$ cat src/hw/soc_pkg.sv
// ----------------------------------------------------------------------
// SoC bus package
// Bus request and response structs, address map and memory sizes
// ----------------------------------------------------------------------
`default_nettype none

package soc_pkg;

	// Address map, base inclusive and limit exclusive
	localparam logic [31:0] RAM_BASE   = 32'h0001_0000;
	localparam logic [31:0] RAM_LIMIT  = 32'h0002_0000;
	localparam logic [31:0] SRAM_BASE  = 32'h1000_0000;
	localparam logic [31:0] SRAM_LIMIT = 32'h2000_0000;
	localparam logic [31:0] LED_BASE   = 32'h5000_0000;
	localparam logic [31:0] LED_LIMIT  = 32'h5000_0010;

	// Memory and peripheral sizes
	localparam int BRAM_WORDS = 256;
	localparam int SRAM_AW    = 18;
	localparam int LED_W      = 10;

	// 32-bit system bus
	typedef struct packed {
		logic        request;
		logic        rw;
		logic [31:0] address;
		logic [31:0] wdata;
	} bus_req_t;

	typedef struct packed {
		logic [31:0] rdata;
		logic        ready;
	} bus_rsp_t;

	// 16-bit side of the SRAM adapter, half-word addressed
	typedef struct packed {
		logic               request;
		logic               rw;
		logic [SRAM_AW-1:0] address;
		logic [15:0]        wdata;
	} sram_req_t;

	typedef struct packed {
		logic [15:0] rdata;
		logic        ready;
	} sram_rsp_t;

endpackage

`default_nettype wire

$ cat src/hw/soc_led.sv
// ----------------------------------------------------------------------
// Red LED register, written over the bus
// ----------------------------------------------------------------------
`default_nettype none

module soc_led (
	input  logic                      i_clock,
	input  logic                      i_rst_n,
	input  soc_pkg::bus_req_t         i_req,
	output soc_pkg::bus_rsp_t         o_rsp,
	output logic [soc_pkg::LED_W-1:0] o_ledr
);
	import soc_pkg::*;

	logic ready_q;
	logic done_q;
	logic start;

	assign start = i_req.request && !done_q;

	always_ff @(posedge i_clock or negedge i_rst_n) begin
		if (!i_rst_n) begin
			ready_q <= 1'b0;
			done_q  <= 1'b0;
			o_ledr  <= '0;
		end else begin
			ready_q <= start;
			done_q  <= i_req.request && (done_q || start);
			if (start && i_req.rw) begin
				o_ledr <= i_req.wdata[LED_W-1:0];
			end
		end
	end

	// Write-only register, reads return zero
	assign o_rsp = '{rdata: 32'h0, ready: ready_q};

endmodule

`default_nettype wire

$ cat config.mk
export PLATFORM = sky130hd
export DESIGN_NAME = soc_led
export DESIGN_NICKNAME = d
export VERILOG_FILES = /design/src/hw/soc_pkg.sv /design/src/hw/soc_led.sv
export SDC_FILE = /design/constraint.sdc
export NUM_CORES = 1
export LEC_CHECK = 0
export ABC_AREA = 0
export BUFFER_PORTS_ARGS = -buffer_cell sky130_fd_sc_hd__buf_2
export CORE_MARGIN = 10
export CORE_UTILIZATION = 29
export DETAILED_ROUTE_END_ITERATION = 7
export PLACE_DENSITY = 0.76
export SLEW_MARGIN = 25
export SYNTH_ARGS = -nofsm -noshare
export SYNTH_HDL_FRONTEND = slang
export SYNTH_SLANG_ARGS = --single-unit
$ cat constraint.sdc
create_clock -name i_clock -period 1.6 [get_ports i_clock]
set_clock_uncertainty 0.1 [all_clocks]
set_input_delay 0.16 -clock i_clock [delete_from_list [all_inputs] [get_ports i_clock]]
set_output_delay 0.16 -clock i_clock [all_outputs]
set_load 0.1 [all_outputs]
==> summary.md <==
The first routing iteration left 15 violations. The logs give 12 for the number of sinks driven by the clock tree and 404 for the via count of the routed design. Among cell families on the critical path, the largest total delay comes from buffers and inverters.

The final layout contains 157 nets. In the routed layout, each cell is associated on average with a via count of 3.45. The longest clock path from root to sink contains 2 buffers. The highest attainable clock frequency was 0.733 GHz. The layout cell share with drive strength beyond 1 works out to 0.460. Summed over all cells, the static leakage comes to 0.473 nW. Along the worst path, the maximum fanout reaches 5.

The run gives 3 as the number of clock buffers inserted by TritonCTS. The type of the setup path with the least slack is input pin to flop. The pin count of the biggest net entering global routing came out at 13.

The number of antenna diodes in the final layout is 0. The number of H-tree levels is 1, and the first-pass GRT wire length is 2.48 mm. The logs give 465 for the number of global-route vias before repair and 287 um^2 for the total area of multi-input combinational cells. Setup violations remaining at the end of the flow were counted as 0.

The filler cells instantiated in the layout total 261. The global placer's final weighted congestion was 0.674; the data required time at the worst endpoint was 1650 ps. The run gives 260 ps as the clock network latency to the later pin of the worst-skew pair.

For this run, the detailed router's first-pass iteration total came to 2. For this design the ratio of total power to cell area is 1780 mW/mm^2. Synthesis inferred 12 register bits.

The met3 wire length is 285 um. The run gives 0.299 as the effective utilization at floorplan. Yosys attributes the largest share of cell area to sky130_fd_sc_hd__dfrtp_1 41%, sky130_fd_sc_hd__buf_4 34%, sky130_fd_sc_hd__mux2_4 20%. Synthesis produced a netlist whose cell count is 60.

For the initial antenna violation count, the log shows 0. For the data arrival time at the worst-slack endpoint, the log shows 1410 ps. For the finished layout, the period the worst path requires is 1360 ps. The tools report the sequential element share of the synthesized area as 0.410.

The classification of the worst-slack hold path was input pin to flop. The worst setup path is launched from an input pin. For this run, the number of Yosys warnings is 0. The post-detailed-placement half-perimeter wirelength is 1.38 mm, and the period utilization is 0.853.

The sum of negative setup slack is 0 ps, and the post-layout total power is 1.42 mW. The synthesized area per cell was 12.2 um^2. The detail-routed net length per standard cell is 13.5 um. The floorplan step defined a core boundary enclosing 0.00245 mm^2.

The library cell used most frequently in the layout, excluding fill and tap cells, is sky130_fd_sc_hd__conb_1. The delay of the slowest critical-path stage is 530 ps. Buffers placed on the I/O ports in this run total 24.

After detailed routing, no signal wire sits above met4. The x dimension of the die works out to 70.3 um. The total wire length after detailed routing came out at 1.58 mm.

The mapped netlist covers 733 um^2. IR analysis of the VDD net gives a maximum drop of 0.779 mV. The flow ran to the end, and the final reports show no timing, DRC or antenna violations. The sort of element at the end of the critical path is a flop. After global routing the overflow that remains totals 0. Number of buffer and inverter stages on the critical path: 3. Setup repair after global routing left no endpoint under its margin.

Walking the worst path, the cells encountered are dlygate4sd3_1, buf_2, nand3b_1, buf_4, mux2_4. The cell taking the most area after synthesis is sky130_fd_sc_hd__dfrtp_1. Counting distinct cell types in the post-synthesis netlist gives 8. Total routing resource utilization after global routing: 0.0634. For the detailed-routed wire length on met2, the log shows 782 um. Clock tree synthesis selected as its root buffer the cell sky130_fd_sc_hd__clkbuf_4. The total DRC errors in the routed layout was 0. For this design the top-level I/O count stands at 111.

The count of final hold-check violations is 0. The max-slew violation count was 0; the count of antenna-violating nets left after detailed routing was 0. The number of gates resized after CTS was 0.

TritonCTS built the clock tree. After clock tree synthesis, the setup repair step added 0 buffers. From synthesis to final layout, the design area changed by 9.39%. In the final routing, the length of wire on met1 measures 507 um. The library cells used most frequently in the layout, excluding fill and tap cells, are 32 x sky130_fd_sc_hd__conb_1, 24 x sky130_fd_sc_hd__buf_2, 12 x sky130_fd_sc_hd__dfrtp_1. The largest individual stage delay along the critical path comes from the cell sky130_fd_sc_hd__dlygate4sd3_1. The sequential cell area in the final layout was 300 um^2; the die area was 0.00494 mm^2. The floorplan has 18 rows. The top cell type's share of synthesized area came out at 0.410. The height of the die is 70.3 um, and the clock-pin slew on the worst setup and hold paths is 70 ps. Across the run, the number of max-cap violations was 0.
layer usage:
metal,vias to the layer above,track usage
met5,-,0
met4,0,0.00658
met3,2,0.0678
met2,34,0.102
met1,190,0.0555
li1,178,-
flip-flops by register name, indices dropped and copies added, names as in the netlist:
| signal | flops |
|---|---|
| o_ledr | 10 |
| done_q | 1 |
| ready_q | 1 |
worst register-to-register path: cells and delay by family, from the launching register on:
kind	cells	cell delay (ps)
simple gates	1	180
mux	1	300
buf+inv	1	190
flops	1	370
what timing repair did:
action | in CTS | in global routing
hold buffers | 2 | 0
endpoints found under the setup margin | 0 | 0
hold endpoints to repair | 13 | 0
Yosys cell counts:
master,number
sky130_fd_sc_hd__conb_1,1
sky130_fd_sc_hd__nand3b_1,1
sky130_fd_sc_hd__clkbuf_1,1
sky130_fd_sc_hd__buf_4,33
sky130_fd_sc_hd__buf_6,1
sky130_fd_sc_hd__mux2_4,10
sky130_fd_sc_hd__dfrtp_1,12
sky130_fd_sc_hd__and2b_2,1
cells by family (layout without fill, tap and decap cells):
family,count (synthesis),count (layout),share of synthesized area
multiplexers,10,10,0.205
flip-flops,12,12,0.410
other,1,32,0.00511
buffers and inverters,35,31,0.358
AND/OR/NAND/NOR,2,2,0.0222
path summary, 6_finish.rpt:
check / from / endpoint / slack (ps) / cells past startpoint
min in group asynchronous: i_rst_n / o_ledr[0] / 200 / 2
setup reg to reg: done_q / o_ledr[5] / 350 / 3
max in group asynchronous: i_rst_n / o_ledr[8] / 980 / 2
hold / removal: i_req[7] / o_ledr[7] / 20 / 2
hold reg to reg: o_ledr[0] / o_ledr[0] / 410 / 1
setup / recovery: i_req[65] / o_ledr[5] / 240 / 5
power by group:
part | internal [mW] | leakage (nW) | total [mW] | switching (mW)
Combinational | 0.115 | 0.316 | 0.866 | 0.751
Clock | 0.0870 | 0.0138 | 0.178 | 0.0907
Sequential | 0.354 | 0.143 | 0.380 | 0.0264
cell type report:
| cell class | instances | area share |
|---|---|---|
| clock buffer | 3 | 0.0281 |
| multi-input combinational | 44 | 0.357 |
| sequential | 12 | 0.374 |
| tap | 30 | 0.0468 |
| timing repair buffer | 28 | 0.193 |
through the flow:
| step | area, um^2 | util | setup WS (ps) | instances | hold WS, ps |
|---|---|---|---|---|---|
| after global placement | 759 | 0.309 | 392 | 112 | -49.8 |
| after floorplan | 850 | - | 251 | 91 | -236 |
| after CTS | 802 | 0.327 | 240 | 117 | 7.31 |
| after global routing | 802 | 0.327 | 191 | 117 | 5.74 |
| after detailed placement | 759 | 0.309 | 349 | 112 | -47.1 |
| final | 802 | 0.327 | 236 | 117 | 17.0 |
(Power assumes the default switching activity.)
