<file path="config.mk">
export PLATFORM = sky130hd
export DESIGN_NAME = soc_bus_decoder
export DESIGN_NICKNAME = d
export VERILOG_FILES = /design/src/hw/soc_pkg.sv /design/src/hw/soc_bus_decoder.sv
export SDC_FILE = /design/constraint.sdc
export NUM_CORES = 1
export LEC_CHECK = 0
export BUFFER_PORTS_ARGS = -buffer_cell sky130_fd_sc_hd__buf_4
export CAP_MARGIN = 20
export CELL_PAD_IN_SITES_DETAIL_PLACEMENT = 1
export CELL_PAD_IN_SITES_GLOBAL_PLACEMENT = 2
export CORE_MARGIN = 10
export CORE_UTILIZATION = 13
export CTS_CLUSTER_SIZE = 25
export DETAILED_ROUTE_END_ITERATION = 8
export HOLD_SLACK_MARGIN = 0.1
export PLACE_DENSITY_LB_ADDON = 0.1
export SLEW_MARGIN = 20
export SYNTH_ARGS = -nofsm -noshare
export SYNTH_HDL_FRONTEND = slang
export SYNTH_SLANG_ARGS = --single-unit
export TNS_END_PERCENT = 20
</file>
<file path="constraint.sdc">
create_clock -name i_clock -period 2.4 [get_ports i_clock]
set_clock_uncertainty 0.15 [all_clocks]
set_input_delay 0.24 -clock i_clock [delete_from_list [all_inputs] [get_ports i_clock]]
set_output_delay 0.24 -clock i_clock [all_outputs]
set_load 0.05 [all_outputs]
</file>
<file path="src/hw/soc_pkg.sv">
// ----------------------------------------------------------------------
// SoC bus package
// Bus request and response structs, address map and memory sizes
// ----------------------------------------------------------------------
`default_nettype none

package soc_pkg;

	// Address map, base inclusive and limit exclusive
	localparam logic [31:0] RAM_BASE   = 32'h0001_0000;
	localparam logic [31:0] RAM_LIMIT  = 32'h0002_0000;
	localparam logic [31:0] SRAM_BASE  = 32'h1000_0000;
	localparam logic [31:0] SRAM_LIMIT = 32'h2000_0000;
	localparam logic [31:0] LED_BASE   = 32'h5000_0000;
	localparam logic [31:0] LED_LIMIT  = 32'h5000_0010;

	// Memory and peripheral sizes
	localparam int BRAM_WORDS = 256;
	localparam int SRAM_AW    = 18;
	localparam int LED_W      = 10;

	// 32-bit system bus
	typedef struct packed {
		logic        request;
		logic        rw;
		logic [31:0] address;
		logic [31:0] wdata;
	} bus_req_t;

	typedef struct packed {
		logic [31:0] rdata;
		logic        ready;
	} bus_rsp_t;

	// 16-bit side of the SRAM adapter, half-word addressed
	typedef struct packed {
		logic               request;
		logic               rw;
		logic [SRAM_AW-1:0] address;
		logic [15:0]        wdata;
	} sram_req_t;

	typedef struct packed {
		logic [15:0] rdata;
		logic        ready;
	} sram_rsp_t;

endpackage

`default_nettype wire

</file>
<file path="src/hw/soc_bus_decoder.sv">
// ----------------------------------------------------------------------
// Bus address decoder
// Steers the master request to one target with its base removed and
// returns that target's response; unmapped accesses complete with zero
// ----------------------------------------------------------------------
`default_nettype none

module soc_bus_decoder (
	input  logic              i_clock,
	input  logic              i_rst_n,
	input  soc_pkg::bus_req_t i_bus,
	output soc_pkg::bus_rsp_t o_bus,
	output soc_pkg::bus_req_t o_ram_req,
	input  soc_pkg::bus_rsp_t i_ram_rsp,
	output soc_pkg::bus_req_t o_sram_req,
	input  soc_pkg::bus_rsp_t i_sram_rsp,
	output soc_pkg::bus_req_t o_led_req,
	input  soc_pkg::bus_rsp_t i_led_rsp
);
	import soc_pkg::*;

	logic sel_ram;
	logic sel_sram;
	logic sel_led;
	logic sel_none;
	logic unmapped_ready;

	assign sel_ram  = (i_bus.address >= RAM_BASE) && (i_bus.address < RAM_LIMIT);
	assign sel_sram = (i_bus.address >= SRAM_BASE) && (i_bus.address < SRAM_LIMIT);
	assign sel_led  = (i_bus.address >= LED_BASE) && (i_bus.address < LED_LIMIT);
	assign sel_none = !(sel_ram || sel_sram || sel_led);

	// Request goes only to the selected target, offset from its base
	always_comb begin
		o_ram_req          = i_bus;
		o_ram_req.request  = i_bus.request && sel_ram;
		o_ram_req.address  = i_bus.address - RAM_BASE;

		o_sram_req         = i_bus;
		o_sram_req.request = i_bus.request && sel_sram;
		o_sram_req.address = i_bus.address - SRAM_BASE;

		o_led_req          = i_bus;
		o_led_req.request  = i_bus.request && sel_led;
		o_led_req.address  = i_bus.address - LED_BASE;
	end

	// Answer unmapped accesses so the master never stalls
	always_ff @(posedge i_clock or negedge i_rst_n) begin
		if (!i_rst_n) begin
			unmapped_ready <= 1'b0;
		end else begin
			unmapped_ready <= i_bus.request && sel_none && !unmapped_ready;
		end
	end

	always_comb begin
		if (sel_ram) begin
			o_bus = i_ram_rsp;
		end else if (sel_sram) begin
			o_bus = i_sram_rsp;
		end else if (sel_led) begin
			o_bus = i_led_rsp;
		end else begin
			o_bus = '{rdata: 32'h0, ready: unmapped_ready};
		end
	end

endmodule

`default_nettype wire

</file>
==> results.sh <==
export IMPL_outcome="finished with violations"
export IMPL_violations="negative setup slack"
export IMPL_dpl_hpwl_um=14290
export IMPL_finalCritPeriodShare=1.048
export IMPL_clk_latency_ns=0
export IMPL_hold_violations=0
export IMPL_io_pins=398
export IMPL_grt_pass1_vias=3966
export IMPL_ys_seq_elements=1
export IMPL_synthTopCellsByArea="buf_4, nand4_1, a31oi_1"
export IMPL_final_common_cell="buf_4"
export IMPL_finalSetupViolations=32
export IMPL_dieWidth_um=166.7
export IMPL_routabilityCongestion=0.7764
export IMPL_synth_edf_count=0
export IMPL_die_h_um=166.7
export IMPL_path_cells="buf_4, nor4_4, buf_4, nand4_4, o31ai_4, buf_6, buf_12, nand4_1, a31oi_4, buf_6"
export IMPL_overflow=0
export IMPL_tightestPinTransition_ns=0.4775
export IMPL_use_met3=0.03507
export IMPL_ys_seq_area_frac=0.008949
export IMPL_nFillCells=2506
export IMPL_maxSlewHeadroom=0.6817
export IMPL_grt_pass1_wl_um=25150
export IMPL_largestRegisters="unmapped_ready x1"
export IMPL_rsz0062_at_grt="true"
export IMPL_grt_usage=0.1120
export IMPL_ir_drop_uv=108.5
export IMPL_cp_end_kind="primary output"
export IMPL_drt_wirelength_per_cell_um=19.79
export IMPL_min_period_ns=2.516
export IMPL_largest_register="unmapped_ready"
export IMPL_dieArea_um2=27780
export IMPL_cp_max_fo=10
export IMPL_synth_nets=590
export IMPL_vias_per_cell=3.935
export IMPL_post_route_util=0.2585
export IMPL_wl_um=17180
export IMPL_required_ns=2.01
export IMPL_antenna_found_initial=1
export IMPL_finalWorstSetupSlack_ns=-0.1163
export IMPL_synth_top_area_frac=0.4698
export IMPL_fmax_mhz=397.4
export IMPL_use_met2=0.2069
export IMPL_ys_types=35
export IMPL_slowest_stage="o31ai_4"
export IMPL_antenna_left=0
export IMPL_grt_use_met1=0.1232
export IMPL_drc_errors=0
export IMPL_drt_first_iter_violations=97
export IMPL_final_cell_mix="buf_4, buf_6, nand2_1"
export IMPL_largest_reg_flops=1
export IMPL_async_reset_ff_frac=1.000
export IMPL_critPathKind="input pin to primary output"
export IMPL_synth_top_area_cell="buf_4"
export IMPL_worstPathArrival_ns=2.13
export IMPL_hold_path_class="input pin to primary output"
export IMPL_core_area_um2=21090
export IMPL_synth_area_um2=2796
export IMPL_syn_avg_cell_area_um2=6.690
export IMPL_syn_to_final_growth_pct=94.90
export IMPL_final_cell_area_um2=5450
export IMPL_numPortBuffers=265
export IMPL_initial_utilization=0.1326
export IMPL_worstSetupStartpointType="input pin"
export IMPL_drive_gt1_frac=0.7268
export IMPL_diodes=0
export IMPL_postPlaceCellArea_um2=5052
export IMPL_tns_ns=-2.140
export IMPL_slowest_delay_ns=0.33
export IMPL_nNetsFinal=767
export IMPL_yosysWarnings=0
export IMPL_grt_max_degree=39
export IMPL_maxCapViolCount=0
export IMPL_synth_cells=418
export IMPL_leakagePower_nw=2.414
export IMPL_power_density_nw_per_um2=215.9
export IMPL_whs_ns=0.3300
export IMPL_power_total_mw=1.177
export IMPL_vias=3416
export IMPL_finalNonFillerCells=868
export IMPL_slew_viol_final=0
export IMPL_dp_cells=860
export IMPL_fp_row_count=53
export IMPL_ys_flop_type="dfrtp_1"
export IMPL_rrSetupSlack_ns=1.34
export IMPL_drt_first_pass_iters=4
export IMPL_busiest_layer="met2"
export IMPL_pre_cts_ws_ns=-0.2640
-- where the power goes --
| part | switching, mW | total [mW] | internal [mW] |
|---|---|---|---|
| registers | 0.00172 | 0.0204 | 0.0187 |
| clock network | 0 | 0 | 0 |
| logic | 0.695 | 1.16 | 0.462 |
| total | 0.696 | 1.18 | 0.481 |
-- logic make-up (layout without fill, tap and decap cells) --
kind of cell             after synthesis  after routing  synth area share
buffers and inverters                207            382            0.5253
AND/OR/NAND/NOR                      148            148            0.2881
AO/OA/AOI/OAI                         42             42            0.1083
XOR/XNOR                              15             15           0.04698
adder cells (fa/ha/maj)                5              5           0.02237
flip-flops                             1              1          0.008947
-- critical path: cells and delay by family --
kind | cells | cell delay (ns)
AOI/OAI and AO/OA | 2 | 0.56
and+or+nand+nor | 3 | 0.55
buffers and inverters | 5 | 0.77
-- routing by layer --
layer	wire length (um)	share of wire	vias up
met5	20	0.0012	-
met4	332	0.019	2
met3	1364	0.079	33
met2	8673	0.50	183
met1	6787	0.40	1571
li1	-	-	1627
-- Yosys cell counts, drive strengths merged, types with 5 or more instances --
cell type  number
xnor2           6
nor3           37
ha              5
inv            10
a31oi          34
nand4          36
buf           188
nor4            6
nand2          41
xor2            9
nor2           12
clkbuf          9
-- area by class of cell --
type	count	area, um^2	share of cell area
Tap cell	275	344.1	0.06313
Multi-Input combinational cell	210	1913	0.3510
Sequential cell	1	25.02	0.004591
Inverter	10	45.04	0.008264
Timing Repair Buffer	372	3123	0.5730
-- timing repair --
item                                    in CTS  in global routing
hold buffers                                 1                  0
setup buffers                                3                  2
hold endpoints to repair                     1                  0
pin swaps                                   35                 30
cloned                                       1                  1
endpoints found under the setup margin      35                 38
gates resized for setup                     63                 10
-- worst paths after layout --
check	start	cells after the start	to
worst max-delay path	i_bus[52]	10	o_bus[13]
worst min-delay path	i_bus[15]	0	o_sram_req[15]
worst max register to register	unmapped_ready	2	unmapped_ready
worst min register to register	unmapped_ready	2	unmapped_ready
max in group asynchronous	i_rst_n	2	unmapped_ready
min in group asynchronous	i_rst_n	2	unmapped_ready
Power figures use the tool's default switching activity.
