==> config.mk <==
export PLATFORM = sky130hd
export DESIGN_NAME = soc_sram_interface
export DESIGN_NICKNAME = d
export VERILOG_FILES = /design/src/hw/soc_pkg.sv /design/src/hw/soc_sram_interface.sv
export SDC_FILE = /design/constraint.sdc
export NUM_CORES = 1
export LEC_CHECK = 0
export ABC_AREA = 1
export BUFFER_PORTS_ARGS = -buffer_cell sky130_fd_sc_hd__buf_2
export CAP_MARGIN = 20
export CORE_MARGIN = 5
export CORE_UTILIZATION = 42
export DETAILED_ROUTE_END_ITERATION = 8
export PLACE_DENSITY_LB_ADDON = 0.05
export SLEW_MARGIN = 20
export SYNTH_ARGS = -nofsm -noshare
export SYNTH_HDL_FRONTEND = slang
export SYNTH_SLANG_ARGS = --single-unit
==> constraint.sdc <==
create_clock -name i_clock -period 2.3 [get_ports i_clock]
set_input_delay 0.115 -clock i_clock [delete_from_list [all_inputs] [get_ports i_clock]]
set_output_delay 0.115 -clock i_clock [all_outputs]
set_load 0.02 [all_outputs]
==> src/hw/soc_pkg.sv <==
// ----------------------------------------------------------------------
// SoC bus package
// Bus request and response structs, address map and memory sizes
// ----------------------------------------------------------------------
`default_nettype none

package soc_pkg;

	// Address map, base inclusive and limit exclusive
	localparam logic [31:0] RAM_BASE   = 32'h0001_0000;
	localparam logic [31:0] RAM_LIMIT  = 32'h0002_0000;
	localparam logic [31:0] SRAM_BASE  = 32'h1000_0000;
	localparam logic [31:0] SRAM_LIMIT = 32'h2000_0000;
	localparam logic [31:0] LED_BASE   = 32'h5000_0000;
	localparam logic [31:0] LED_LIMIT  = 32'h5000_0010;

	// Memory and peripheral sizes
	localparam int BRAM_WORDS = 256;
	localparam int SRAM_AW    = 18;
	localparam int LED_W      = 10;

	// 32-bit system bus
	typedef struct packed {
		logic        request;
		logic        rw;
		logic [31:0] address;
		logic [31:0] wdata;
	} bus_req_t;

	typedef struct packed {
		logic [31:0] rdata;
		logic        ready;
	} bus_rsp_t;

	// 16-bit side of the SRAM adapter, half-word addressed
	typedef struct packed {
		logic               request;
		logic               rw;
		logic [SRAM_AW-1:0] address;
		logic [15:0]        wdata;
	} sram_req_t;

	typedef struct packed {
		logic [15:0] rdata;
		logic        ready;
	} sram_rsp_t;

endpackage

`default_nettype wire

==> src/hw/soc_sram_interface.sv <==
// ----------------------------------------------------------------------
// Asynchronous SRAM controller
// Drives the 16-bit SRAM pins with a fixed two-cycle access
// ----------------------------------------------------------------------
`default_nettype none

module soc_sram_interface (
	input  logic                         i_clock,
	input  logic                         i_rst_n,
	input  soc_pkg::sram_req_t           i_req,
	output soc_pkg::sram_rsp_t           o_rsp,
	output logic [soc_pkg::SRAM_AW-1:0]  o_sram_a,
	output logic [15:0]                  o_sram_d,
	input  logic [15:0]                  i_sram_d,
	output logic                         o_sram_ce_n,
	output logic                         o_sram_oe_n,
	output logic                         o_sram_we_n,
	output logic                         o_sram_lb_n,
	output logic                         o_sram_ub_n
);

	typedef enum logic {
		S_IDLE,
		S_ACCESS
	} state_t;

	state_t      state;
	logic        ready_q;
	logic [15:0] rdata_q;
	logic        start;

	// Ready still high means the finished request has not dropped yet
	assign start = (state == S_IDLE) && i_req.request && !ready_q;

	always_ff @(posedge i_clock or negedge i_rst_n) begin
		if (!i_rst_n) begin
			state       <= S_IDLE;
			ready_q     <= 1'b0;
			o_sram_ce_n <= 1'b1;
			o_sram_oe_n <= 1'b1;
			o_sram_we_n <= 1'b1;
			o_sram_lb_n <= 1'b1;
			o_sram_ub_n <= 1'b1;
		end else begin
			ready_q <= 1'b0;
			if (start) begin
				state       <= S_ACCESS;
				o_sram_ce_n <= 1'b0;
				o_sram_lb_n <= 1'b0;
				o_sram_ub_n <= 1'b0;
				o_sram_oe_n <= i_req.rw;
				o_sram_we_n <= !i_req.rw;
			end else if (state == S_ACCESS) begin
				// Rising write enable commits the data
				state       <= S_IDLE;
				ready_q     <= 1'b1;
				o_sram_we_n <= 1'b1;
			end else begin
				o_sram_ce_n <= 1'b1;
				o_sram_oe_n <= 1'b1;
				o_sram_lb_n <= 1'b1;
				o_sram_ub_n <= 1'b1;
			end
		end
	end

	always_ff @(posedge i_clock) begin
		if (start) begin
			o_sram_a <= i_req.address;
			o_sram_d <= i_req.wdata;
		end
		if (state == S_ACCESS) begin
			rdata_q <= i_req.rw ? 16'h0 : i_sram_d;
		end
	end

	assign o_rsp = '{rdata: rdata_q, ready: ready_q};

endmodule

`default_nettype wire

==> results.cfg, run 1 <==
[power_and_ir_drop]
power_density_nw_per_um2 = 707.3
clock_power_share_pct = 24.2
p_switching_uw = 496.2
power.total_uw = 2021
p_leak_uw = 0.001310
switching_share_pct = 24.55
irDropWorstVdd_mv = 0.3983
power_frac_comb_pct = 16.1
seq_power_share_pct = 59.7
intPower_uw = 1525

[worst_setup_path]
critPathCapture = o_sram_a[2]
crit_chain = nor2_1 > nand2_1 > inv_2
rr_worst_depth = 3
critPathMaxStageDelay_ns = 0.54
crit_cells = 3
cp-end-kind = flip-flop
r2r_end = o_sram_a[2]
cp_top_family = buffers and inverters
slowest_stage = inv_2
cp-start-kind = flip-flop
arrival_ns = 1.51
cp.required_ns = 2.23
timing.rr.start = ready_q
rrSetupSlack_ns = 0.72
crit_start = ready_q
path_buf_inv = 1
worstSetupPathType = flip-flop to flip-flop
worst-path-max-fanout = 36

[timing]
setup_viol = 0
clock.fmax_ghz = 0.6334
post-route-min-period_ns = 1.579
tns_ns = 0
rsz0062_at_grt = no
drv_slew = 0
max-slew-margin-rel_pct = 51.18
fin_skew_ns = 0.004359
fin_crit_sh_pct = 68.65
hold_viol = 0
holdWs_ns = 0.09927
setup_ws_ns = 0.7211
tightestPinTransition_ns = 0.7312

[die]
die-area_um2 = 5854
initial_utilization_pct = 42.97
top_level_ports = 110
coreArea_um2 = 4324
rows = 24
die_y_um = 76.51
fp.dieW_um = 76.51

[finish]
fill_cells = 357
mostFrequentLayoutCells = 109 x buf_2, 50 x edfxtp_1, 35 x dlygate4sd3_1
drive_gt1_share_pct = 47.64
diodes = 0
final_net_count = 307
fin_util_pct = 66.09
layout.cells.most_common = buf_2
area_growth_pct = 53.80

[yosys]
synth_cells = 107
synth.distinct_cells = 13
synth-warning-count = 0
avgSynthCellArea_um2 = 17.36
synthesis.area_um2 = 1858
ys_seq_area_share_pct = 87.74
synth_nets = 161
ys_ff_latch = 55

[routing]
drtPass1Iterations = 4
wirelength_mm = 4.254
avgRoutedWirePerCell_um = 13.90
via_count = 1295
post-route-drc-count = 0
drtAntennaViolNets = 0
avgViaCountPerCell = 4.232
first_iter_violations = 61

[placement]
dp_slack_ns = 0.7054
io_buffer_count = 109
hpwl_mm = 3.055
gp_congestion = 0.6783

[min_path]
min_path_type = input pin to flip-flop

[clocking]
clock_sinks = 55
root_buffer = clkbuf_8
clockBufferDepth = 2
clk_latency_ns = 0.29
cts_setup_buffers = 0
cts.clk_slew.worst_paths_ns = 0.09
ctsHtreeMaxLevel = 2
post_cts_resized = 0
cts_tree = yes
numCtsBuffers = 5

[global_route]
track_usage_pct = 14.96
grt_overflow = 0
grt_max_degree = 37
antenna_found_initial = 0
grt_pass1_wl_mm = 6.893
grt_pass1_vias = 1462

[flow_run]
maxCapViolCount = 0

[outcome]
outcome = finished clean
==> synthesized netlist by cell type <==
master / count / area [um^2]
nor2_1: 19 / 71.32
inv_2: 3 / 11.26
inv_1: 17 / 63.81
buf_4: 3 / 22.52
or2_1: 1 / 6.260
edfxtp_1: 50 / 1501
nand3_1: 1 / 5.000
clkbuf_1: 1 / 3.750
dfstp_2: 3 / 78.83
dfrtp_1: 2 / 50.05
buf_6: 2 / 22.52
nand2_1: 4 / 15.01
or2_0: 1 / 6.260
==> how the worst min path moves through the flow <==
stage | startpoint | slack (ns) | end | depth (start not counted)
floorplan | i_rst_n | -0.18 | ready_q | 0
global placement | i_rst_n | -0.07 | ready_q | 1
global route | i_sram_d[0] | 0.10 | rdata_q[0] | 3
CTS | i_sram_d[2] | 0.09 | rdata_q[2] | 3
finish | i_req[35] | 0.1 | o_sram_we_n | 3
detailed placement | i_rst_n | -0.07 | ready_q | 1
==> sequential cells by signal, summed over array words and instances (netlist names) <==
signal and cells:
state 1, o_sram_a 18, o_sram_d 16, o_sram_ub_n 1
rdata_q 16, o_sram_we_n 1, ready_q 1, o_sram_oe_n 1
==> power by group through the flow <==
stage	clock, uW	combinational [uW]	sequential (uW)
after floorplan	0	66.0	1330
after global placement	0	275	1230
after detailed placement	0	283	1230
after CTS	507	330	1210
after global routing	545	350	1220
final	489	325	1210
==> what timing repair did <==
| action | CTS | global route |
|---|---|---|
| endpoints found under the setup margin | 0 | 0 |
| endpoints found under the hold margin | 39 | 0 |
| hold buffers | 35 | 0 |
==> final cells by class <==
type	count	area, um^2	share of cell area [%]
Sequential cell	55	1630	57.05
Timing Repair Buffer	145	903.4	31.61
Multi-Input combinational cell	26	103.9	3.634
Inverter	20	75.07	2.627
Clock buffer	6	72.57	2.539
Tap cell	52	65.06	2.277
Clock inverter	2	7.507	0.2627
==> through the flow <==
stage / instance area [um^2] / cells
final: 2858 / 306
after global routing: 2858 / 306
after CTS: 2858 / 306
after detailed placement: 2427 / 263
after global placement: 2427 / 263
after floorplan: 1858 / 107
==> per-layer routing <==
layer  vias to the layer above  global-route usage, %  part of all wire, %
met5                         -                      0                    0
met4                         0                  7.517                  2.4
met3                         9                  5.792                  9.2
met2                        64                  25.86                   53
met1                       583                  15.68                   36
li1                        639                      -                    -
==> tightest hold or removal path: stages <==
cell and delay (ns):
buf_2 0.11, nand3_1 0.11, nand2_1 0.07
==> kinds of logic (layout without fill, tap and decap cells) <==
group                  Yosys count  count (layout)  share of synthesized area [%]
flip-flops                      55              55                          87.74
AND/OR/NAND/NOR                 26              26                          5.589
buffers and inverters           26             173                          6.666
Note: power is estimated with default switching activity, not from simulation.
==> inputs of run 2 (changes only) <==
==> constraint.sdc (replaced) <==
create_clock -name i_clock -period 1.65 [get_ports i_clock]
set_input_delay 0.0825 -clock i_clock [delete_from_list [all_inputs] [get_ports i_clock]]
set_output_delay 0.0825 -clock i_clock [all_outputs]
set_load 0.02 [all_outputs]
==> results.cfg, run 2 (synthesized netlist as in run 1, its figures left out) <==
[finish]
final_net_count = 308
mostFrequentLayoutCells = 109 x buf_2, 50 x edfxtp_1, 35 x dlygate4sd3_1
top_regs = o_sram_a: 18 flops, o_sram_d: 16 flops, rdata_q: 16 flops
fin_area_um2 = 2879
regMostFlops = o_sram_a
diodes = 0
fill_cells = 329
drive_gt1_share_pct = 48.24
largest_reg_flops = 18
layout.cells.most_common = buf_2
area_growth_pct = 54.95

[outcome]
outcome = finished clean

[routing]
first_iter_violations = 54
drtPass1Iterations = 4
post-route-drc-count = 0
avgViaCountPerCell = 4.254
avgRoutedWirePerCell_um = 13.75
via_count = 1306
wirelength_mm = 4.221
drtAntennaViolNets = 0

[clocking]
numCtsBuffers = 5
cts_tree = yes
cts.clk_slew.worst_paths_ns = 0.09
cts_setup_buffers = 0
clock_sinks = 55
clk_latency_ns = 0.30
root_buffer = clkbuf_8
ctsHtreeMaxLevel = 2
clockBufferDepth = 2

[placement]
gp_congestion = 0.6786
dpl-instance-area_um2 = 2447
hpwl_mm = 3.003
io_buffer_count = 109

[timing]
fin_skew_ns = 0.003351
post-route-min-period_ns = 1.204
setup_viol = 0
tightestPinTransition_ns = 0.3040
drv_slew = 0
max-slew-margin-rel_pct = 79.74
tns_ns = 0
hold_viol = 0
rsz0062_at_grt = no
clock.fmax_ghz = 0.8304
fin_crit_sh_pct = 72.99

[worst_setup_path]
slowest_stage = dfrtp_1
critPathMaxStageDelay_ns = 0.38
cp.required_ns = 1.65
worstSetupPathType = flip-flop to flip-flop
crit_chain = nor2_1 > nand2_1 > inv_2 > buf_12
cp-end-kind = flip-flop
cp_top_family = flip-flops
cp-start-kind = flip-flop
arrival_ns = 1.20
path_buf_inv = 2
worst-path-max-fanout = 36

[global_route]
grt_pass1_vias = 1396
grt_max_degree = 37
antenna_found_initial = 0
grt_overflow = 0
grt_pass1_wl_mm = 6.644
track_usage_pct = 14.39

[power_and_ir_drop]
irDropWorstVdd_mv = 0.6933
p_leak_uw = 0.001320
power_density_nw_per_um2 = 984.9

[die]
die-area_um2 = 5854
top_level_ports = 110
fp.dieW_um = 76.51
rows = 24
initial_utilization_pct = 42.97
coreArea_um2 = 4324
die_y_um = 76.51

[min_path]
min_path_type = input pin to flip-flop

[flow_run]
maxCapViolCount = 0
run 2: cell type report:
| type | count | area, um^2 | area share (%) |
|---|---|---|---|
| tap | 52 | 65.06 | 2.260 |
| timing repair buffer | 146 | 923.4 | 32.07 |
| sequential | 55 | 1630 | 56.63 |
| inverter | 20 | 75.07 | 2.608 |
| clock buffer | 7 | 76.32 | 2.651 |
| clock inverter | 1 | 5.005 | 0.1738 |
| multi-input combinational | 26 | 103.9 | 3.607 |
run 2: final timing paths:
path | startpoint | to | slack, ns | cells after the start
setup / recovery | ready_q | o_sram_a[0] | 0.45 | 4
hold / removal | i_req[35] | o_sram_we_n | 0.05 | 3
setup reg to reg | ready_q | o_sram_a[0] | 0.45 | 4
hold reg to reg | state | o_sram_we_n | 0.55 | 3
max in group asynchronous | i_rst_n | o_sram_we_n | 1.33 | 2
min in group asynchronous | i_rst_n | state | 0.11 | 2
run 2: layer usage:
metal	up-vias	track usage, %	part of all wire, %
li1	641	-	-
met1	594	14.78	37
met2	62	25.17	52
met3	9	7.210	9.2
met4	0	4.895	1.8
met5	-	0	0
run 2: power breakdown:
part | internal, uW | total [uW] | switching, uW
registers | 1650 | 1680 | 30.5
logic | 191 | 464 | 273
clock network | 299 | 688 | 390
total | 2140 | 2840 | 693
run 2: timing repair:
item	in CTS	in global routing
gates resized for setup	0	0
hold endpoints to repair	39	0
hold buffers	35	0
setup endpoints to repair	0	0
run 2: worst reg2reg max path, delay by kind of cell, from the launching register on:
| kind | cells | cell delay (ns) |
|---|---|---|
| buf+inv | 2 | 0.28 |
| flops | 1 | 0.38 |
| simple gates | 2 | 0.23 |
run 2: per-stage QoR:
stage | hold WS [ns] | util, % | power (uW) | std cells | setup slack [ns]
finish | 0.05252 | 66.58 | 2836 | 307 | 0.4457
global route | 0.05608 | 66.58 | 2961 | 307 | 0.3986
CTS | 0.03925 | 66.58 | 2869 | 307 | 0.4392
detailed placement | -0.09994 | 56.60 | 2117 | 264 | 0.4516
global placement | -0.1040 | 56.60 | 2103 | 264 | 0.4928
floorplan | -0.2131 | - | 1943 | 107 | 0.005513
