<file path="src/hw/soc_pkg.sv">
// ----------------------------------------------------------------------
// SoC bus package
// Bus request and response structs, address map and memory sizes
// ----------------------------------------------------------------------
`default_nettype none

package soc_pkg;

	// Address map, base inclusive and limit exclusive
	localparam logic [31:0] RAM_BASE   = 32'h0001_0000;
	localparam logic [31:0] RAM_LIMIT  = 32'h0002_0000;
	localparam logic [31:0] SRAM_BASE  = 32'h1000_0000;
	localparam logic [31:0] SRAM_LIMIT = 32'h2000_0000;
	localparam logic [31:0] LED_BASE   = 32'h5000_0000;
	localparam logic [31:0] LED_LIMIT  = 32'h5000_0010;

	// Memory and peripheral sizes
	localparam int BRAM_WORDS = 256;
	localparam int SRAM_AW    = 18;
	localparam int LED_W      = 10;

	// 32-bit system bus
	typedef struct packed {
		logic        request;
		logic        rw;
		logic [31:0] address;
		logic [31:0] wdata;
	} bus_req_t;

	typedef struct packed {
		logic [31:0] rdata;
		logic        ready;
	} bus_rsp_t;

	// 16-bit side of the SRAM adapter, half-word addressed
	typedef struct packed {
		logic               request;
		logic               rw;
		logic [SRAM_AW-1:0] address;
		logic [15:0]        wdata;
	} sram_req_t;

	typedef struct packed {
		logic [15:0] rdata;
		logic        ready;
	} sram_rsp_t;

endpackage

`default_nettype wire

</file>
<file path="src/hw/soc_mem_16_to_32.sv">
// ----------------------------------------------------------------------
// 32-to-16 bit memory adapter
// Splits each 32-bit access into a low and a high half-word access
// on the 16-bit SRAM side, then completes the 32-bit access
// ----------------------------------------------------------------------
`default_nettype none

module soc_mem_16_to_32 (
	input  logic               i_clock,
	input  logic               i_rst_n,
	input  soc_pkg::bus_req_t  i_req,
	output soc_pkg::bus_rsp_t  o_rsp,
	output soc_pkg::sram_req_t o_ram_req,
	input  soc_pkg::sram_rsp_t i_ram_rsp
);
	import soc_pkg::*;

	typedef enum logic [2:0] {
		S_IDLE,
		S_LOW,
		S_GAP,
		S_HIGH,
		S_DONE
	} state_t;

	state_t             state;
	logic [SRAM_AW-2:0] word_idx;
	logic               high_half;
	logic [15:0]        lo_q;
	logic [15:0]        hi_q;

	// 32-bit word index from offset bits 18:2
	assign word_idx  = i_req.address[SRAM_AW:2];
	assign high_half = (state == S_HIGH);

	always_ff @(posedge i_clock or negedge i_rst_n) begin
		if (!i_rst_n) begin
			state <= S_IDLE;
		end else begin
			case (state)
				S_IDLE: if (i_req.request) state <= S_LOW;
				S_LOW: if (i_ram_rsp.ready) state <= S_GAP;
				// One idle cycle so the SRAM side sees request drop
				S_GAP: state <= S_HIGH;
				S_HIGH: if (i_ram_rsp.ready) state <= S_DONE;
				S_DONE: state <= S_IDLE;
				default: state <= S_IDLE;
			endcase
		end
	end

	// Half-word capture, writes come back as zero from the SRAM side
	always_ff @(posedge i_clock) begin
		if (state == S_LOW && i_ram_rsp.ready) begin
			lo_q <= i_ram_rsp.rdata;
		end
		if (state == S_HIGH && i_ram_rsp.ready) begin
			hi_q <= i_ram_rsp.rdata;
		end
	end

	always_comb begin
		o_ram_req.request = (state == S_LOW) || (state == S_HIGH);
		o_ram_req.rw      = i_req.rw;
		o_ram_req.address = {word_idx, high_half};
		o_ram_req.wdata   = high_half ? i_req.wdata[31:16] : i_req.wdata[15:0];
	end

	assign o_rsp = '{rdata: {hi_q, lo_q}, ready: (state == S_DONE)};

endmodule

`default_nettype wire

</file>
<file path="config.mk">
export PLATFORM = sky130hd
export DESIGN_NAME = soc_mem_16_to_32
export DESIGN_NICKNAME = d
export VERILOG_FILES = /design/src/hw/soc_pkg.sv /design/src/hw/soc_mem_16_to_32.sv
export SDC_FILE = /design/constraint.sdc
export NUM_CORES = 1
export LEC_CHECK = 0
export BUFFER_PORTS_ARGS = -buffer_cell sky130_fd_sc_hd__buf_2
export CORE_AREA = 2 2 71 73
export DETAILED_ROUTE_END_ITERATION = 6
export DIE_AREA = 0 0 73 75
export HOLD_SLACK_MARGIN = 0.03
export PLACE_DENSITY_LB_ADDON = 0.05
export SYNTH_ARGS = -nofsm -noshare
export SYNTH_HDL_FRONTEND = slang
export SYNTH_SLANG_ARGS = --single-unit
export TNS_END_PERCENT = 100
</file>
<file path="constraint.sdc">
create_clock -name i_clock -period 3.2 [get_ports i_clock]
set_input_delay 0.64 -clock i_clock [delete_from_list [all_inputs] [get_ports i_clock]]
set_output_delay 0.64 -clock i_clock [all_outputs]
set_load 0.01 [all_outputs]
</file>
==> metrics.md, run 1 <==
| Metric | Value |
|---|---|
| # clock sinks | 35 |
| RePlAce Congestion | roughly 0.66 |
| Final ANT Viol Nets | 0 |
| Startpoint class of the critical path | register |
| Routed WL per cell | about 15 µm |
| Worst-path clk slew | 0.06 ns |
| Skew-Pair Late Insertion Delay | between 0.2 and 0.3 ns |
| Max cap viols | 0 |
| Via Count | slightly below 1k |
| # nets final | 257 |
| Most common cell after layout, fill and taps aside | buf_2 |
| Mapped cell area | ~0.0015 mm² |
| RSZ-0062 raised after global routing | false |
| Dpl cells | around 220 |
| LEAKAGE | 0.954 nW |
| Mapped Avg Cell Area | roughly 18 µm² |
| Initial antenna violation count | 0 |
| Warnings from Yosys | 0 |
| Vias in the first global route | about 1000 |
| Total gr overflow | 0 |
| Worst Hold Slack | around 0.15 ns |
| Yosys reg bits | 35 |
| Most frequent cells in the layout | buf_2, edfxtp_1, mux2_4 |
| Crit Path Class | reg2out |
| Chip height | roughly 75 µm |
| First-pass GRT wire length | 4670 µm |
| First DRT Iteration DRCs | 46 |
| Worst VDD drop | between 0.4 and 0.5 mV |
| Worst-Margin Slew | about 0.79 ns |
| P per Cell Area | around 740 mW/mm² |
| Design Area, Final | 0.00202 mm² |
| Fin Setup TNS | 0 ns |
| Hold crit path type | in2async |
| Number of H-tree levels | 2 |
| Status | finished, final reports clean |
| Slew HR | between 40% and 50% |
| Row count | 25 |
| FF-to-FF setup slack | roughly 1.4 ns |
| Distinct cells, synth | 18 |
| # port buffers | roughly 100 |
| Pins Over Slew Limit | 0 |
| Worst path max stage delay | around 0.47 ns |
| Final wirelength | approximately 3300 µm |
| Register area share after synthesis | 68.9% |
| CORE AREA | 0.00466 mm² |
| Non-filler cells, final | around 230 |
| Worst Path Max Fanout | 17 |
| Final period util | 68.8% |
| Layout cells sized above 1 | between 70% and 80% |
| Crit. End Element | output pin |
| Worst Skew | ~0.0032 ns |
| Area share of the largest cell type after synthesis | between 60% and 70% |
| Worst path cell trace | nand3b_4 > mux2_4 > buf_2 |
| Starting density of the core | approximately a third |
| Min Tclk post-route | ~2.2 ns |
| Ant. Diodes | 0 |
| Via density | between 4 and 5 |
| Area grow syn2layout | 34.7% |
| Final setup vio count | 0 |
| Hpwl dp | between 2000 and 3000 µm |
| Num CTS Buffers | 5 |
| Final Hold Fails | 0 |
| CP max stage cell | dfrtp_1 |
| Top-level I/O count | around 150 |
| CTS tree | yes |
| Post-DP Area | a little under 0.002 mm² |
| Post-Syn Nets | between 150 and 200 |
| Die width | between 70 and 80 µm |
| Synth top area cells | edfxtp_1, buf_4, mux2_4, mux2_2, dfrtp_1 |
| Die area | around 0.0055 mm² |
| Drt pass-1 iters | 4 |
| Setup slack after layout | approximately 1 ns |
| Gr usage total | approximately an eighth |
| Max Root-Sink Buffers | 2 |
| Post-CTS setup buffer count | 0 |
| Crit path DAT | around 1.6 ns |
| Hold buffers post-CTS | 0 |
| Top cell family by delay on the critical path | flip-flops |
| DRC | 0 |
| Synth area leader | edfxtp_1 |
| CTS root buf | clkbuf_8 |
| Largest net degree at the start of global routing | 18 |
| Worst EP required | about 2.6 ns |
| Cells after synthesis | 84 |
| Buf+Inv Stages, Crit Path | 1 |
| Post-Place Worst Slack | 1.28 ns |
| Post-CTS resize count | 0 |
| Fmax | 454 MHz |
==> area by class of cell <==
| type | instances | area, µm² |
|---|---|---|
| clock inverters | 1 | 30.0 |
| repair buffers | 102 | 510 |
| well taps | 54 | 67.6 |
| clock buffers | 6 | 72.6 |
| flip-flops and latches | 35 | 1040 |
| fillers | 438 | 2640 |
| inverters | 1 | 3.75 |
| multi-input cells | 27 | 304 |
==> cells by family (layout without fill, tap and decap cells) <==
group,count (synthesis),after routing,share of synthesized area (%)
muxes,16,16,14.2
buffers and inverters,22,110,10.8
AOI/OAI and AO/OA,3,3,1.50
DFF,35,35,68.9
and+or+nand+nor,8,8,4.50
==> power breakdown <==
part	leakage [nW]	internal, W	switching (W)	total (W)
clock	0.0513	0.000228	0.000140	0.000368
combinational	0.571	0.000230	0.000242	0.000472
sequential	0.331	0.000606	0.0000432	0.000649
total	0.954	0.00106	0.000425	0.00149
==> metrics by stage <==
stage,util (%),power [W]
final,43.4,0.00149
after global routing,43.4,0.00158
after CTS,43.4,0.00151
after detailed placement,41.2,0.00114
after global placement,41.2,0.00113
after floorplan,-,0.000989
==> final timing paths <==
path | start | end | depth (start not counted)
setup / recovery | state[1]$_DFFE_PN0P_ | o_ram_req[6] | 3
hold / removal | i_rst_n | state[2]$_DFFE_PN0P_ | 1
setup reg to reg | state[0]$_DFFE_PN0P_ | hi_q[11]$_DFFE_PP_ | 2
hold reg to reg | state[2]$_DFFE_PN0P_ | state[1]$_DFFE_PN0P_ | 1
max in group asynchronous | i_rst_n | state[0]$_DFFE_PN0P_ | 1
min in group i_clock | state[2]$_DFFE_PN0P_ | state[1]$_DFFE_PN0P_ | 1
==> Yosys cell counts (all sizes together) <==
cell type  count
a21bo          1
edfxtp        32
and3           2
and3b          1
clkbuf         1
nor3           1
mux2          16
a211oi         1
inv            1
nor2b          1
nand3b         2
nor3b          1
a21oi          1
dfrtp          3
buf           20
==> state kept, by name, indices dropped and copies added, names as in the netlist <==
| name | count |
|---|---|
| state | 3 |
| hi_q | 16 |
| lo_q | 16 |
==> metal layers <==
metal | GRT usage [%] | part of all wire [%]
met5 | 0 | 0
met4 | 7.00 | 2.7
met3 | 5.76 | 8.9
met2 | 19.1 | 53
met1 | 12.3 | 36
(Power assumes the default switching activity.)
==> run 2: changes to the inputs <==
Settings changed: CORE_AREA 2 2 71 73 to 2 2 72 74, DIE_AREA 0 0 73 75 to 0 0 74 76.
Clock period 3.2 ns to 1.8 ns, I/O delays scaled along.
==> run 2 against run 1 <==
The run now ends with negative setup slack left. Sequential cell count did not move. Wire length increased by 9.5%. Via count is 4.7% higher.
==> metrics.md, run 2 (synthesized netlist as in run 1, its figures left out) <==
| Metric | Value |
|---|---|
| Status | complete, but fails checks |
| Violated checks | negative setup slack |
| Die width | ~74 µm |
| P per Cell Area | roughly 1300 mW/mm² |
| RSZ-0062 raised after global routing | true |
| Vias in the first global route | around 1.1k |
| Max Root-Sink Buffers | 2 |
| Fillers | between 400 and 500 |
| Internal | between 0.002 and 0.0025 W |
| Worst EP required | 1.44 ns |
| Final Hold Fails | 0 |
| Area grow syn2layout | 49.0% |
| Ant. Diodes | 0 |
| First-pass GRT wire length | ~5400 µm |
| Sw Pwr | 0.000838 W |
| # clock sinks | 35 |
| Top cell family by delay on the critical path | flip-flops |
| Final Power | between 0.002 and 0.003 W |
| Initial antenna violation count | 0 |
| Final setup vio count | 6 |
| Switch share | 28.3% |
| Gr usage total | about an eighth |
| Worst-Margin Slew | 0.218 ns |
| Total gr overflow | 0 |
| Number of H-tree levels | 2 |
| Post-Place Worst Slack | 0.149 ns |
| Drt pass-1 iters | 4 |
| Chip height | about 76 µm |
| Skew-Pair Late Insertion Delay | roughly 0.28 ns |
| Design Area, Final | approximately 0.0022 mm² |
| CORE AREA | roughly 0.0049 mm² |
| CP max stage cell | dfrtp_2 |
| Crit. End Element | output pin |
| Min Tclk post-route | roughly 1.8 ns |
| DRC | 0 |
| Worst Path Max Fanout | 17 |
| Clock power share | 22.6% |
| # nets final | approximately 260 |
| Final period util | 101% |
| Most frequent cells in the layout | buf_2, edfxtp_1, buf_6 |
| Largest net degree at the start of global routing | 18 |
| Register share of total power | 38.2% |
| Most common cell after layout, fill and taps aside | buf_2 |
| Post-DP Area | 0.00198 mm² |
| Crit path DAT | ~1.5 ns |
| Num CTS Buffers | 5 |
| Via Count | 1041 |
| RePlAce Congestion | ~0.74 |
| Worst Skew | approximately 0.0055 ns |
| Worst-path clk slew | around 0.070 ns |
| LEAKAGE | 1.04 nW |
| Die area | between 0.005 and 0.006 mm² |
| Crit Path Class | reg2out |
| Hold crit path type | in2reg |
| Starting density of the core | about 31% |
| Final wirelength | around 3700 µm |
| # port buffers | roughly 100 |
| Max cap viols | 0 |
| Startpoint class of the critical path | register |
| CTS tree | yes |
| Worst VDD drop | between 0.6 and 0.7 mV |
| Via density | 4.16 |
| Final ANT Viol Nets | 0 |
| Setup slack after layout | -0.0134 ns |
| Hpwl dp | around 2600 µm |
| Row count | 26 |
| Routed WL per cell | 14.7 µm |
| Buf+Inv Stages, Crit Path | 2 |
| Final Core Density | between 40% and 50% |
| Slew HR | 85.3% |
| Combinational share of power | 39.2% |
| Register area | 0.00104 mm² |
| Pins Over Slew Limit | 0 |
| Top-level I/O count | 154 |
| Area of the multi-input gates | slightly above 300 µm² |
| CTS root buf | clkbuf_8 |
| First DRT Iteration DRCs | 35 |
| Layout cells sized above 1 | about three quarters |
| Worst path max stage delay | around 0.43 ns |
| Fmax | ~550 MHz |
| Worst Hold Slack | 0.266 ns |
| Worst path cell trace | nand3b_4 > buf_12 > mux2_2 > buf_6 |
| Top Registers | hi_q (16), lo_q (16), state (3) |
## run 2: cell types whose count changed in the layout (fill, tap and decap cells not counted), sizes merged
cell | before | now
dlygate4sd3 | 0 | 1
buf | 102 | 108
clkbuf | 6 | 5
clkinv | 0 | 2
## run 2: per-layer routing
metal  track usage (%)  vias up  wire length, µm
li1                  -      481                -
met1              12.2      484             1230
met2              23.4       55             2020
met3              5.03       21              298
met4              6.36        0              121
met5                 0        -                0
## run 2: cell type report
class	instances	area share (%)
Clock buffer	5	3.07
Clock inverter	3	1.73
Inverter	1	0.168
Multi-Input combinational cell	27	13.9
Sequential cell	35	46.4
Tap cell	70	3.91
Timing Repair Buffer	109	30.8
## run 2: final timing paths
path | startpoint | end | slack, ns | depth (start not counted)
max | state[1]$_DFFE_PN0P_ | o_ram_req[3] | -0.01 | 4
min | i_ram_rsp[14] | hi_q[13]$_DFFE_PP_ | 0.27 | 1
max reg2reg | state[0]$_DFFE_PN0P_ | lo_q[8]$_DFFE_PP_ | 0.34 | 4
min reg2reg | state[2]$_DFFE_PN0P_ | state[1]$_DFFE_PN0P_ | 0.56 | 2
max in group asynchronous | i_rst_n | state[1]$_DFFE_PN0P_ | 1.28 | 2
min in group asynchronous | i_rst_n | state[0]$_DFFE_PN0P_ | 0.40 | 2
## run 2: repair_timing
item,4_1_cts,5_1_grt
pin swaps,1,0
setup buffers,4,0
setup endpoints to repair,16,16
resized for setup,13,5
hold buffers,1,0
endpoints found under the hold margin,3,0
gates cloned,0,0
## run 2: metrics by stage
step | setup TNS, ns | std cells
final | -0.0524 | 250
after global routing | -1.01 | 250
after CTS | -0.0729 | 250
after detailed placement | 0 | 237
after global placement | 0 | 237
after floorplan | 0 | 84
## run 2: power by group through the flow
stage | sequential (W) | combinational [W] | clock [W]
2_1_floorplan | 0.00121 | 0.000551 | 0
3_3_place_gp | 0.00117 | 0.000895 | 0
3_5_place_dp | 0.00117 | 0.000907 | 0
4_1_cts | 0.00113 | 0.00112 | 0.000691
5_1_grt | 0.00114 | 0.00124 | 0.000729
6_report | 0.00113 | 0.00116 | 0.000669
==> run 3: changes to the inputs <==
Settings changed: CORE_AREA 2 2 72 74 to 2 2 71 73, DIE_AREA 0 0 74 76 to 0 0 73 75.
Clock period 1.8 ns to 2.04 ns, I/O delays scaled along.
==> run 3 against run 2 <==
The run now ends clean. Non-clock buffer count shrank 3. Cell area shrank 8.7%. First-iteration DRC count shrank 26%. Combinational power shrank 32%. Critical path depth is the same. Cell count shrank 8.0%. Clock-buffer cell count is the same. Sequential share of layout area grew 4.3 points. Setup slack gained 0.14 ns. Hold slack gained 0.054 ns. Via count shrank 3.9%. Clock skew shrank 0.0019 ns. Highest routed layer unchanged.
==> metrics.md, run 3 (synthesized netlist as in run 1, its figures left out) <==
| Metric | Value |
|---|---|
| Final wirelength | around 3300 µm |
| Hold crit path type | in2reg |
| Worst-path clk slew | around 0.060 ns |
| Dpl cells | 221 |
| Cells on worst reg2reg path | 3 |
| Final Hold Fails | 0 |
| Startpoint class of the critical path | register |
| Row count | 25 |
| RePlAce Congestion | 0.661 |
| # clock sinks | 35 |
| Number of H-tree levels | 2 |
| Post-CTS resize count | 0 |
| First DRT Iteration DRCs | 26 |
| Top-level I/O count | roughly 150 |
| FF-to-FF setup slack | between 0.5 and 0.6 ns |
| Vias in the first global route | 931 |
| LEAKAGE | 0.969 nW |
| Initial antenna violation count | 0 |
| Worst VDD drop | roughly 0.59 mV |
| Status | finished, final reports clean |
| Register area | 0.00104 mm² |
| Final Core Density | between 40% and 50% |
| Via density | roughly 4.3 |
| Worst path cell trace | nand3b_4 > buf_12 > mux2_2 > buf_2 |
| Crit Path Class | reg2out |
| Worst EP required | 1.63 ns |
| Final period util | approximately 94% |
| Chip height | ~75 µm |
| Die width | roughly 73 µm |
| CP max stage cell | dfrtp_1 |
| DRC | 0 |
| P per Cell Area | roughly 1100 mW/mm² |
| Final setup vio count | 0 |
| Worst R2R Start | state[0]$_DFFE_PN0P_ |
| Routed WL per cell | 14.5 µm |
| Worst-Margin Slew | 0.253 ns |
| Drt pass-1 iters | 2 |
| Post-Place Worst Slack | 0.345 ns |
| Fillers | 453 |
| CORE AREA | approximately 0.0047 mm² |
| Starting density of the core | between 30 and 40% |
| Top Registers | hi_q (16), lo_q (16), state (3) |
| Hold wc startpoint | i_ram_rsp[5] |
| Worst Skew | 0.00366 ns |
| RSZ-0062 raised after global routing | false |
| Crit path DAT | around 1.5 ns |
| Gr usage total | between 10% and 20% |
| Worst path max stage delay | 0.46 ns |
| R2R Path End | hi_q[9]$_DFFE_PP_ |
| Setup slack after layout | 0.124 ns |
| Fmax | ~520 MHz |
| Hold depth | 1 |
| CTS tree | yes |
| Fin Setup TNS | 0 ns |
| Max cap viols | 0 |
| CTS root buf | clkbuf_8 |
| First-pass GRT wire length | 4530 µm |
| Via Count | ~1k |
| Skew-Pair Late Insertion Delay | around 0.27 ns |
| Total gr overflow | 0 |
| Worst Path Max Fanout | 17 |
| Pins Over Slew Limit | 0 |
| Slew HR | just over 80% |
| Top cell family by delay on the critical path | flip-flops |
| # port buffers | slightly above 100 |
| Buf+Inv Stages, Crit Path | 2 |
| Hold EP | hi_q[4]$_DFFE_PP_ |
| Min Tclk post-route | ~1.9 ns |
| Num CTS Buffers | 5 |
| Final Power | approximately 0.0023 W |
| Area grow syn2layout | 36.1% |
| Most common cell after layout, fill and taps aside | buf_2 |
| Most frequent cells in the layout | buf_2, edfxtp_1, mux2_4 |
| Crit. End Element | output pin |
| Die area | about 0.0055 mm² |
| Area of the multi-input gates | ~300 µm² |
| # nets final | around 260 |
| Non-filler cells, final | 230 |
| Largest net degree at the start of global routing | 18 |
| Final ANT Viol Nets | 0 |
| Layout cells sized above 1 | around three quarters |
| Max Root-Sink Buffers | 2 |
| Ant. Diodes | 0 |
run 3: changes by cell type in the layout (fill, tap and decap cells not counted):
cell and delta:
mux2_4 -2, bufinv_16 -1, mux2_2 +2, buf_2 +14, dfrtp_1 +2, dfrtp_2 -2, buf_12 -2, buf_4 -1
buf_6 -14
run 3: worst max-delay path by stage:
stage	from	endpoint	slack, ns	cells past startpoint
finish	state[1]$_DFFE_PN0P_	o_ram_req[4]	0.12	4
floorplan	state[0]$_DFFE_PN0P_	lo_q[0]$_DFFE_PP_	0.35	3
global route	state[1]$_DFFE_PN0P_	o_ram_req[4]	0.04	4
detailed placement	state[1]$_DFFE_PN0P_	o_ram_req[8]	0.35	3
CTS	state[1]$_DFFE_PN0P_	o_ram_req[8]	0.03	3
global placement	state[1]$_DFFE_PN0P_	o_ram_req[10]	0.39	3
run 3: layout make-up:
class	count	share of cell area, %
clock buffers	5	3.37
inverters	1	0.184
clock inverters	2	0.428
multi-input cells	27	14.9
repair buffers	106	27.2
well taps	54	3.30
flip-flops and latches	35	50.7
run 3: power by group:
part / leakage (nW) / internal, W / total (W) / switching (W)
clock network: 0.0414 / 0.000227 / 0.000450 / 0.000223
registers: 0.331 / 0.000947 / 0.00102 / 0.0000721
logic: 0.596 / 0.000409 / 0.000790 / 0.000380
total: 0.969 / 0.00158 / 0.00226 / 0.000675
run 3: repair_timing:
| action | CTS | global route |
|---|---|---|
| buffers inserted | 0 | 1 |
| hold buffers | 1 | 0 |
| setup endpoints to repair | 0 | 16 |
| endpoints found under the hold margin | 3 | 0 |
run 3: stage by stage:
| step | hold WS (ns) | area [µm²] |
|---|---|---|
| 2_1_floorplan | 0.112 | 1500 |
| 3_3_place_gp | 0.203 | 1940 |
| 3_5_place_dp | 0.209 | 1940 |
| 4_1_cts | 0.308 | 2020 |
| 5_1_grt | 0.298 | 2040 |
| 6_report | 0.320 | 2040 |
run 3: metal layers:
layer  track usage, %  vias up  share of wire [%]
met4             7.00        0                2.7
li1                 -      477                  -
met3             5.35       16                7.2
met5                0        -                  0
met2             18.1       48                 53
met1             12.6      459                 37
